File: src/hdl/tmu_pkg.sv
// Widths and sizes shared by the texture sampling unit
// Texture format, filter and wrap encodings
// Texture descriptor and RGBA8 colour structs

`default_nettype none

package tmu_pkg;

    localparam int ADDR_WIDTH       = 32;
    localparam int DIM_WIDTH        = 12;
    localparam int COORD_WIDTH      = 16;
    localparam int FRAC_WIDTH       = 8;
    localparam int NUM_SAMPLERS     = 4;
    localparam int SAMPLER_WIDTH    = 2;
    localparam int CACHE_DATA_WIDTH = 32;

    typedef enum logic [1:0] {
        FMT_RGBA8  = 2'd0,
        FMT_RGB565 = 2'd1,
        FMT_R8     = 2'd2
    } tex_format_t;

    typedef enum logic {
        FILTER_NEAREST  = 1'b0,
        FILTER_BILINEAR = 1'b1
    } filter_mode_t;

    typedef enum logic {
        WRAP_REPEAT = 1'b0,
        WRAP_CLAMP  = 1'b1
    } wrap_mode_t;

    // One texture as seen by a sampler slot
    typedef struct packed {
        logic [ADDR_WIDTH-1:0] base;
        logic [DIM_WIDTH-1:0]  width;
        logic [DIM_WIDTH-1:0]  height;
        tex_format_t           format;
        filter_mode_t          filter;
        wrap_mode_t            wrap_u;
        wrap_mode_t            wrap_v;
    } tex_desc_t;

    typedef struct packed {
        logic [7:0] r;
        logic [7:0] g;
        logic [7:0] b;
        logic [7:0] a;
    } rgba8_t;

endpackage

`default_nettype wire
File: src/hdl/tmu_desc_table.sv
// Texture descriptor register file
// One slot per sampler, written by strobe, read combinationally

`timescale 1ns/10ps
`default_nettype none

module tmu_desc_table (
    input  logic                              clk,
    input  logic                              rst_n,
    input  logic                              desc_wr,
    input  logic [tmu_pkg::SAMPLER_WIDTH-1:0] desc_sel,
    input  tmu_pkg::tex_desc_t                desc_in,
    input  logic [tmu_pkg::SAMPLER_WIDTH-1:0] rd_sel,
    output tmu_pkg::tex_desc_t                rd_desc
);
    import tmu_pkg::*;

    tex_desc_t slots [NUM_SAMPLERS];

    // Slots come up as all-zero descriptors
    always_ff @(posedge clk or negedge rst_n) begin
        if (!rst_n) begin
            for (int i = 0; i < NUM_SAMPLERS; i++) begin
                slots[i] <= '0;
            end
        end else if (desc_wr) begin
            slots[desc_sel] <= desc_in;
        end
    end

    // Read port for the fetch controller
    assign rd_desc = slots[rd_sel];

endmodule

`default_nettype wire

File: config.mk
export PLATFORM = sky130hd
export DESIGN_NAME = tmu_desc_table
export DESIGN_NICKNAME = d
export VERILOG_FILES = /design/src/hdl/tmu_pkg.sv /design/src/hdl/tmu_desc_table.sv
export SDC_FILE = /design/constraint.sdc
export NUM_CORES = 1
export LEC_CHECK = 0
export BUFFER_PORTS_ARGS = -buffer_cell sky130_fd_sc_hd__buf_2
export CAP_MARGIN = 10
export CORE_MARGIN = 1
export CORE_UTILIZATION = 62
export CTS_BUF_LIST = sky130_fd_sc_hd__clkbuf_16
export DETAILED_ROUTE_END_ITERATION = 8
export PLACE_DENSITY = 0.8
export REMOVE_ABC_BUFFERS = 1
export SYNTH_ARGS = -nofsm -noshare
export SYNTH_HDL_FRONTEND = slang
export SYNTH_SLANG_ARGS = --single-unit
File: constraint.sdc
create_clock -name clk -period 2.2 [get_ports clk]
set_input_delay 0.11 -clock clk [delete_from_list [all_inputs] [get_ports clk]]
set_output_delay 0.11 -clock clk [all_outputs]
set_load 0.005 [all_outputs]
==> Word level (Yosys, flattened, before mapping) <==
Cells that the tools add are included.
{ "word_totals": {"regBits": 244, "latch_bits": 0, "ramBits": 0, "romBits": 0, "out_inout_bits": 61, "wordCells": 40, "mem_count": 0} }
{ "classes": {"add_sub_neg": 0, "mul": 0, "n_div": 0, "n_lt_le_gt_ge": 3, "eq_ne": 0, "shifts": 0, "n_mux": 6, "n_bitwise": 2, "n_reduce_logical": 1} }
{ "op_table": {"columns": ["operator", "n"], "rows": [
  ["$bwmux W244", 1],
  ["$mux W61", 3],
  ["$bmux W61 S2", 1],
  ["$demux W61 S2", 1],
  ["$ge A3 B3 Y1 const B", 2],
  ["$not A2 Y3", 2],
  ["$lt A3 B1 Y1 const B", 1],
  ["$logic_and A1 B1 Y1", 1]
]} }

==> Logic depth before layout (Yosys ltp) <==
Gate-level depths: netlist of run 1.
{ "depth": {"depth_word": 6, "depth_mapped": 3, "mapped_depth_nobuf": 2} }

==> Worst setup path after synthesis of run 1 <==
No wires, ideal clock.
{ "synth_path": {"kind": "input port to output port", "from": "in rd_sel[0] (netlist bit)", "to": "out rd_desc[0] (netlist bit)", "t_arrival_ns": 1.076, "required_time_ns": 2.090, "path_slack_ns": 1.014, "path_stages": 3, "cell_sequence": "buf_2 > buf_2 > mux4_2"} }
{ "synth_lines": {"columns": ["element", "line_no", "source"], "rows": [
  ["from (decl)", "tmu_desc_table.sv:13", "input logic [tmu_pkg::SAMPLER_WIDTH-1:0] rd_sel,"],
  ["to (decl)", "tmu_desc_table.sv:14", "output tmu_pkg::tex_desc_t rd_desc"]
]} }

==> impl_metrics.py, run 1 <==
metrics = {
    "sta": {
        "whs_ps": 206,
        "fin_crit_sh": 0.772,
        "finalMaxSlewViolations": 0,
        "hold_viol": 0,
        "worst_slew_pin_slew_ps": 675,
        "finalClockSkew_ps": 0,
        "min_period_ps": 1700,
        "rsz0062_at_grt": "no",
        "setup_slack_ps": 502,
        "setup_violations": 0,
        "max_freq_ghz": 0.589,
        "max_slew_margin": 0.550,
    },
    "critical_path": {
        "cp-end-kind": "primary output",
        "crit_fanout": 2,
        "worstPathCellList": "mux4_2 -> buf_2",
        "worst_ep_required_time_ps": 2090,
        "r2r_cells": 1,
        "cp-start-kind": "register",
        "cpPeakStageDelay_ps": 530,
        "r2r_start": "slots[224]",
        "r2r-end": "slots[224]",
        "crit_arrival_ps": 1590,
        "cp_slowest_cell": "mux4_2",
        "reg2reg_slack_ps": 1390,
        "path_class": "reg -> out",
    },
    "clock_network": {
        "cts_made_buffers": 25,
        "cts_max_path_buffers": 3,
        "h-tree-depth": 1,
        "cts_tree": "done",
        "clk_pin_slew_worst_paths_ps": 60,
        "clock_sinks": 244,
        "clock_latency_ps": 510,
        "post_cts_buffers": 0,
        "clock-root-buffer": "clkbuf_16",
        "ctsResizeCount": 0,
    },
    "global_routing": {
        "grt_max_degree": 88,
        "grt_pass1_wl_mm": 35.6,
        "antenna_found_initial": 0,
        "grtUsageTotal": 0.261,
        "grt_pass1_vias": 6855,
        "grt_overflow": 0,
    },
    "power": {
        "powerDensity_nw_per_um2": 915,
        "leakage_nw": 5.61,
        "finalPower_mw": 11.8,
        "vdd_ir_drop_max_mv": 0.672,
    },
    "drt": {
        "avgViaCountPerCell": 5.90,
        "drt_iter0_markers": 228,
        "ant_nets": 0,
        "drt-total-wl_mm": 21.6,
        "routedWlPerCell_um": 21.1,
        "drc_errors": 0,
        "drt_pre_antenna_iters": 4,
        "vias": 6037,
    },
    "logic_synthesis": {
        "synthCells": 591,
        "synth.avg_cell_area_um2": 17.7,
        "ys.flop_type": "dfrtp_1",
        "yosysWarnings": 0,
        "seq_area_frac_synth": 0.584,
        "synthArstFlopShare": 1.00,
        "ys_types": 10,
        "synth_top_area_cell": "dfrtp_1",
        "netlist_top_cells_count": "dfrtp_1 (244), mux2_2 (239), mux4_2 (61), buf_2 (25), clkbuf_1 (7)",
        "netlist_top_cells_area": "dfrtp_1 (58%), mux2_2 (26%), mux4_2 (13%), buf_2 (1.2%), mux2_1 (0.54%)",
        "synth_edf_count": 0,
        "ys_ff_latch": 244,
        "netlist_area_um2": 10500,
        "synth.top_cell.area_share": 0.584,
        "synth.most_common_cell": "dfrtp_1",
    },
    "final_layout": {
        "drive_gt1_frac": 0.593,
        "top_regs": "slots x244",
        "multiInputGateArea_um2": 4170,
        "largest_reg_flops": 244,
        "fill_cells": 964,
        "fin_cells": 1024,
        "regMostFlops": "slots",
        "seq_area_um2": 6110,
        "n_antenna_cell": 0,
        "finalNetCount": 855,
        "syn_to_final_growth_pct": 22.9,
    },
    "floorplanning": {
        "core-area_um2": 16500,
        "initial_utilization": 0.633,
        "die_h_um": 132,
        "pin_count": 129,
        "die_w_um": 132,
        "rows": 47,
        "die-area_um2": 17400,
    },
    "placement": {
        "dpl.cell_count": 918,
        "hpwl_mm": 13.0,
        "port_buffers": 128,
        "pre_cts_slack_ps": 669,
        "place_congestion": 0.687,
    },
    "worst_hold_path": {
        "hold_class": "in -> async",
    },
    "outcome": {
        "outcome": "finished clean",
    },
    "job": {
        "max_cap_violations": 0,
    },
}
==> per-stage QoR <==
stage | TNS, ps | instance area [um2] | util
after floorplan | -92520 | 10300 | -
after global placement | 0 | 11500 | 0.696
after detailed placement | 0 | 11500 | 0.696
after CTS | 0 | 12800 | 0.778
after global routing | 0 | 12800 | 0.778
final | 0 | 12800 | 0.778
==> kinds of logic (layout without fill, tap and decap cells) <==
| family | after synthesis | count (layout) | share of synthesized area |
|---|---|---|---|
| buffers and inverters | 38 | 251 | 0.0188 |
| DFF | 244 | 244 | 0.584 |
| muxes | 305 | 305 | 0.394 |
| and+or+nand+nor | 4 | 4 | 0.00311 |
==> cells in the final DEF, fill, tap and decap left out, drive strengths merged <==
cell type / n
nor3b: 1
dlygate4sd3: 62
dfrtp: 244
buf: 145
clkinv: 11
nand3: 1
nand3b: 2
clkbuf: 25
mux2: 244
inv: 7
bufinv: 1
mux4: 61
==> worst max-delay path by stage <==
stage | startpoint | to | slack, ps
after floorplan | desc_sel[1] | slots[183] | -880
after global placement | rd_sel[0] | rd_desc[43] | 670
final | slots[43] | rd_desc[43] | 500
after global routing | slots[43] | rd_desc[43] | 490
after CTS | slots[43] | rd_desc[43] | 490
after detailed placement | desc_sel[0] | slots[1] | 670
==> layout make-up <==
class	instances	share of cell area
timing repair buffer	207	0.122
tap	220	0.0214
clock inverter	19	0.00828
sequential	244	0.475
clock buffer	25	0.0487
multi-input combinational	309	0.325
==> critical path, delay by kind of cell (launching register included) <==
kind | cells | cell delay (ps)
buffers and inverters | 1 | 150
multiplexers | 1 | 530
flip-flops | 1 | 400
==> report_power, final <==
group,leakage (nW),switching [mW],internal [mW],total (mW)
Combinational,2.34,0.782,1.38,2.17
Clock,0.383,1.65,2.16,3.81
Sequential,2.89,0.433,5.34,5.78
==> metal layers <==
layer	global-route usage	wire length, um	up-vias
met3	0.0396	882	39
met5	0	0	-
met1	0.352	9350	3230
met2	0.443	10900	140
li1	-	-	2628
met4	0.0833	470	0
==> repair_timing <==
action | CTS | global route
hold endpoints to repair | 326 | 0
hold buffers | 62 | 0
endpoints found under the setup margin | 0 | 0
No activity file was read; power rests on OpenSTA's default activity.
==> run 2, diff against run 1 <==
--- a/config.mk
+++ b/config.mk
@@ -8,10 +8,10 @@
 export BUFFER_PORTS_ARGS = -buffer_cell sky130_fd_sc_hd__buf_2
 export CAP_MARGIN = 10
 export CORE_MARGIN = 1
-export CORE_UTILIZATION = 62
+export CORE_UTILIZATION = 58
 export CTS_BUF_LIST = sky130_fd_sc_hd__clkbuf_16
 export DETAILED_ROUTE_END_ITERATION = 8
-export PLACE_DENSITY = 0.8
+export PLACE_DENSITY = 0.76
 export REMOVE_ABC_BUFFERS = 1
 export SYNTH_ARGS = -nofsm -noshare
 export SYNTH_HDL_FRONTEND = slang
==> constraint.sdc (replaced) <==
create_clock -name clk -period 1.71 [get_ports clk]
set_input_delay 0.0855 -clock clk [delete_from_list [all_inputs] [get_ports clk]]
set_output_delay 0.0855 -clock clk [all_outputs]
set_load 0.005 [all_outputs]
==> impl_metrics.py, run 2 (synthesized netlist as in run 1, its figures left out) <==
metrics = {
    "critical_path": {
        "reg2reg_slack_ps": 910,
        "worst_ep_required_time_ps": 1620,
        "r2r_cells": 1,
        "cp-end-kind": "primary output",
        "cp-start-kind": "register",
        "r2r-end": "slots[212]",
        "r2r_start": "slots[212]",
        "path_class": "reg -> out",
        "crit_fanout": 2,
        "crit_arrival_ps": 1560,
    },
    "power": {
        "powerDensity_nw_per_um2": 1210,
        "leakage_nw": 5.66,
        "vdd_ir_drop_max_mv": 1.07,
        "finalPower_mw": 15.6,
    },
    "sta": {
        "finalMaxSlewViolations": 0,
        "hold_viol": 0,
        "finalSetupTns_ps": 0,
        "max_freq_ghz": 0.609,
        "rsz0062_at_grt": "no",
        "fin_crit_sh": 0.961,
        "max_slew_margin": 0.724,
        "worst_slew_pin_slew_ps": 414,
        "finalClockSkew_ps": 0,
        "setup_violations": 0,
        "min_period_ps": 1640,
    },
    "final_layout": {
        "mostFrequentLayoutCells": "dfrtp_1 (244), mux2_2 (239), buf_2 (126)",
        "postLayoutCellArea_um2": 13000,
        "finalNetCount": 856,
        "seq_area_um2": 6110,
        "drive_gt1_frac": 0.596,
        "syn_to_final_growth_pct": 24.1,
        "largest_reg_flops": 244,
        "n_antenna_cell": 0,
        "final_common_cell": "dfrtp_1",
        "fill_cells": 1089,
        "top_regs": "slots x244",
        "regMostFlops": "slots",
        "multiInputGateArea_um2": 4170,
    },
    "floorplanning": {
        "pin_count": 129,
        "die-area_um2": 18600,
        "die_h_um": 136,
        "die_w_um": 136,
        "rows": 48,
        "core-area_um2": 17500,
        "initial_utilization": 0.598,
    },
    "clock_network": {
        "ctsResizeCount": 0,
        "post_cts_buffers": 0,
        "clock_latency_ps": 510,
        "clock-root-buffer": "clkbuf_16",
        "cts_tree": "done",
        "clock_sinks": 244,
        "clk_pin_slew_worst_paths_ps": 60,
        "cts_made_buffers": 26,
        "cts_max_path_buffers": 3,
        "h-tree-depth": 1,
    },
    "job": {
        "max_cap_violations": 0,
    },
    "drt": {
        "vias": 5987,
        "drt_pre_antenna_iters": 4,
        "drt-total-wl_mm": 21.7,
        "routedWlPerCell_um": 21.0,
        "drt_iter0_markers": 227,
        "drc_errors": 0,
        "ant_nets": 0,
        "avgViaCountPerCell": 5.81,
    },
    "global_routing": {
        "grt_pass1_vias": 6794,
        "grt_pass1_wl_mm": 35.6,
        "grt_max_degree": 62,
        "grtUsageTotal": 0.252,
        "antenna_found_initial": 0,
        "grt_overflow": 0,
    },
    "placement": {
        "place_congestion": 0.701,
        "hpwl_mm": 13.5,
        "port_buffers": 128,
        "dpl_cell_area_um2": 11500,
    },
    "outcome": {
        "outcome": "finished clean",
    },
    "worst_hold_path": {
        "hold_class": "in -> async",
    },
}
## run 2: routing by layer
layer / track usage / wire [um] / part of all wire / vias to the layer above
met1: 0.339 / 9310 / 0.43 / 3217
met2: 0.420 / 11000 / 0.51 / 130
met3: 0.0518 / 1030 / 0.048 / 24
met4: 0.0654 / 296 / 0.014 / 0
li1: - / - / - / 2616
met5: 0 / 0 / 0 / -
## run 2: layout make-up
class                      instances  area share
multi-input combinational        309       0.322
sequential                       244       0.470
clock inverter                    18      0.0119
clock buffer                      27      0.0521
timing repair buffer             207       0.122
tap                              225      0.0217
## run 2: metrics by stage
stage,cells,worst slack [ps],util,hold slack [ps]
after detailed placement,923,334,0.660,-17.4
after CTS,1030,54.4,0.743,29.7
after global placement,923,335,0.660,-24.5
after floorplan,553,-1340,-,-210
after global routing,1030,19.3,0.743,67.6
final,1030,66.8,0.743,37.5
## run 2: worst max-delay path: stages, from the launching register on
cell and delay (ps):
dfrtp_1 380, mux4_2 510, buf_2 150
## run 2: how the worst max path moves through the flow
stage,start,endpoint,depth (start not counted)
2_1_floorplan,desc_sel[1],slots[183],2
3_3_place_gp,rd_sel[0],rd_desc[48],4
3_5_place_dp,rd_sel[0],rd_desc[46],4
4_1_cts,slots[2],rd_desc[2],2
5_1_grt,slots[2],rd_desc[2],2
6_report,slots[2],rd_desc[2],2
## run 2: power by group
group / leakage [nW] / total [mW] / switching, mW / internal (mW)
logic: 2.35 / 2.79 / 1.01 / 1.79
registers: 2.89 / 7.44 / 0.561 / 6.87
clock network: 0.421 / 5.42 / 2.14 / 3.28
total: 5.66 / 15.6 / 3.71 / 11.9
## run 2: what timing repair did
action | CTS | global route
endpoints found under the setup margin | 0 | 0
endpoints found under the hold margin | 488 | 0
hold buffers | 62 | 0
==> run 3, diff against run 2 <==
--- a/config.mk
+++ b/config.mk
@@ -8,10 +8,10 @@
 export BUFFER_PORTS_ARGS = -buffer_cell sky130_fd_sc_hd__buf_2
 export CAP_MARGIN = 10
 export CORE_MARGIN = 1
-export CORE_UTILIZATION = 58
+export CORE_UTILIZATION = 62
 export CTS_BUF_LIST = sky130_fd_sc_hd__clkbuf_16
 export DETAILED_ROUTE_END_ITERATION = 8
-export PLACE_DENSITY = 0.76
+export PLACE_DENSITY = 0.8
 export REMOVE_ABC_BUFFERS = 1
 export SYNTH_ARGS = -nofsm -noshare
 export SYNTH_HDL_FRONTEND = slang
==> constraint.sdc (replaced) <==
create_clock -name clk -period 2.1 [get_ports clk]
set_input_delay 0.105 -clock clk [delete_from_list [all_inputs] [get_ports clk]]
set_output_delay 0.105 -clock clk [all_outputs]
set_load 0.005 [all_outputs]
==> impl_metrics.py, run 3 (synthesized netlist as in run 1, its figures left out) <==
metrics = {
    "final_layout": {
        "n_antenna_cell": 0,
        "fin_cells": 1023,
        "final_util": 0.776,
        "drive_gt1_frac": 0.594,
        "final_common_cell": "dfrtp_1",
        "syn_to_final_growth_pct": 22.7,
        "largest_reg_flops": 244,
        "top_regs": "slots x244",
        "finalNetCount": 853,
        "postLayoutCellArea_um2": 12800,
        "mostFrequentLayoutCells": "dfrtp_1 (244), mux2_2 (239), buf_2 (126)",
        "fill_cells": 932,
        "regMostFlops": "slots",
        "multiInputGateArea_um2": 4170,
        "seq_area_um2": 6110,
    },
    "job": {
        "max_cap_violations": 0,
    },
    "clock_network": {
        "clk_pin_slew_worst_paths_ps": 60,
        "clock-root-buffer": "clkbuf_16",
        "h-tree-depth": 1,
        "cts_max_path_buffers": 3,
        "clock_latency_ps": 500,
        "cts_tree": "done",
        "cts_made_buffers": 26,
        "clock_sinks": 244,
        "ctsResizeCount": 0,
    },
    "sta": {
        "max_freq_ghz": 0.596,
        "finalClockSkew_ps": 0,
        "finalMaxSlewViolations": 0,
        "min_period_ps": 1680,
        "whs_ps": 170,
        "hold_viol": 0,
        "worst_slew_pin_slew_ps": 637,
        "rsz0062_at_grt": "no",
        "setup_violations": 0,
        "fin_crit_sh": 0.799,
        "max_slew_margin": 0.575,
    },
    "critical_path": {
        "worst_ep_required_time_ps": 2000,
        "reg2reg_slack_ps": 1300,
        "r2r_start": "slots[237]",
        "r2r-end": "slots[237]",
        "crit_arrival_ps": 1570,
        "worstPathCellList": "mux4_2 -> buf_2",
        "cpPeakStageDelay_ps": 510,
        "crit_fanout": 2,
        "cp-start-kind": "register",
        "cp-end-kind": "primary output",
        "cp_slowest_cell": "mux4_2",
        "path_class": "reg -> out",
        "r2r_cells": 1,
    },
    "drt": {
        "drt-total-wl_mm": 21.6,
        "ant_nets": 0,
        "drc_errors": 0,
        "drt_pre_antenna_iters": 4,
        "avgViaCountPerCell": 5.85,
        "vias": 5980,
        "routedWlPerCell_um": 21.1,
        "drt_iter0_markers": 213,
    },
    "worst_hold_path": {
        "hold_class": "in -> async",
    },
    "global_routing": {
        "grtUsageTotal": 0.263,
        "grt_max_degree": 82,
        "antenna_found_initial": 0,
        "grt_overflow": 0,
        "grt_pass1_wl_mm": 35.9,
        "grt_pass1_vias": 6889,
    },
    "floorplanning": {
        "pin_count": 129,
        "die-area_um2": 17400,
        "die_w_um": 132,
        "core-area_um2": 16500,
        "initial_utilization": 0.633,
        "rows": 47,
        "die_h_um": 132,
    },
    "placement": {
        "place_congestion": 0.744,
        "hpwl_mm": 12.9,
        "dpl_cell_area_um2": 11400,
        "dpl.cell_count": 915,
        "port_buffers": 128,
    },
    "power": {
        "vdd_ir_drop_max_mv": 0.839,
        "powerDensity_nw_per_um2": 974,
        "leakage_nw": 5.60,
    },
    "outcome": {
        "outcome": "finished clean",
    },
}
-- run 3: changes by cell type in the layout (fill, tap and decap cells not counted), sizes merged --
cell    before  now
bufinv       3    1
buf        145  142
clkinv      11   14
-- run 3: per-stage QoR --
stage / power, mW / setup TNS (ps) / setup WS [ps]
finish: 12.5 / 0 / 422
detailed placement: 8.31 / 0 / 609
global placement: 8.10 / 0 / 635
global route: 13.0 / 0 / 397
CTS: 12.6 / 0 / 411
floorplan: 7.35 / -115700 / -974
-- run 3: where the power goes --
part	switching, mW	internal, mW
logic	0.819	1.44
registers	0.461	5.60
clock network	1.76	2.42
-- run 3: layout make-up --
cell class | count | area share
flip-flops and latches | 244 | 0.476
multi-input cells | 309 | 0.325
repair buffers | 204 | 0.116
clock buffers | 27 | 0.0527
well taps | 220 | 0.0215
clock inverters | 19 | 0.00839
-- run 3: how the worst max path moves through the flow --
stage	startpoint	end	slack, ps	cells past startpoint
6_report	slots[22]	rd_desc[22]	420	2
5_1_grt	slots[22]	rd_desc[22]	400	2
4_1_cts	slots[22]	rd_desc[22]	410	2
3_5_place_dp	rd_sel[0]	rd_desc[34]	610	4
3_3_place_gp	rd_sel[0]	rd_desc[6]	630	4
2_1_floorplan	desc_sel[1]	slots[183]	-970	2
-- run 3: critical path: cells and delay by family, from the launching register on --
kind | cells | cell delay, ps
buffers and inverters | 1 | 150
muxes | 1 | 510
DFF | 1 | 380
-- run 3: per-layer routing --
| layer | wire, um | part of all wire | track usage |
|---|---|---|---|
| met5 | 0 | 0 | 0 |
| met4 | 442 | 0.020 | 0.0743 |
| met3 | 853 | 0.040 | 0.0438 |
| met2 | 11100 | 0.52 | 0.454 |
| met1 | 9140 | 0.42 | 0.348 |
-- run 3: repair_timing --
action / 4_1_cts / 5_1_grt
hold buffers: 62 / 0
endpoints found under the hold margin: 320 / 0
buffers inserted: 0 / 0
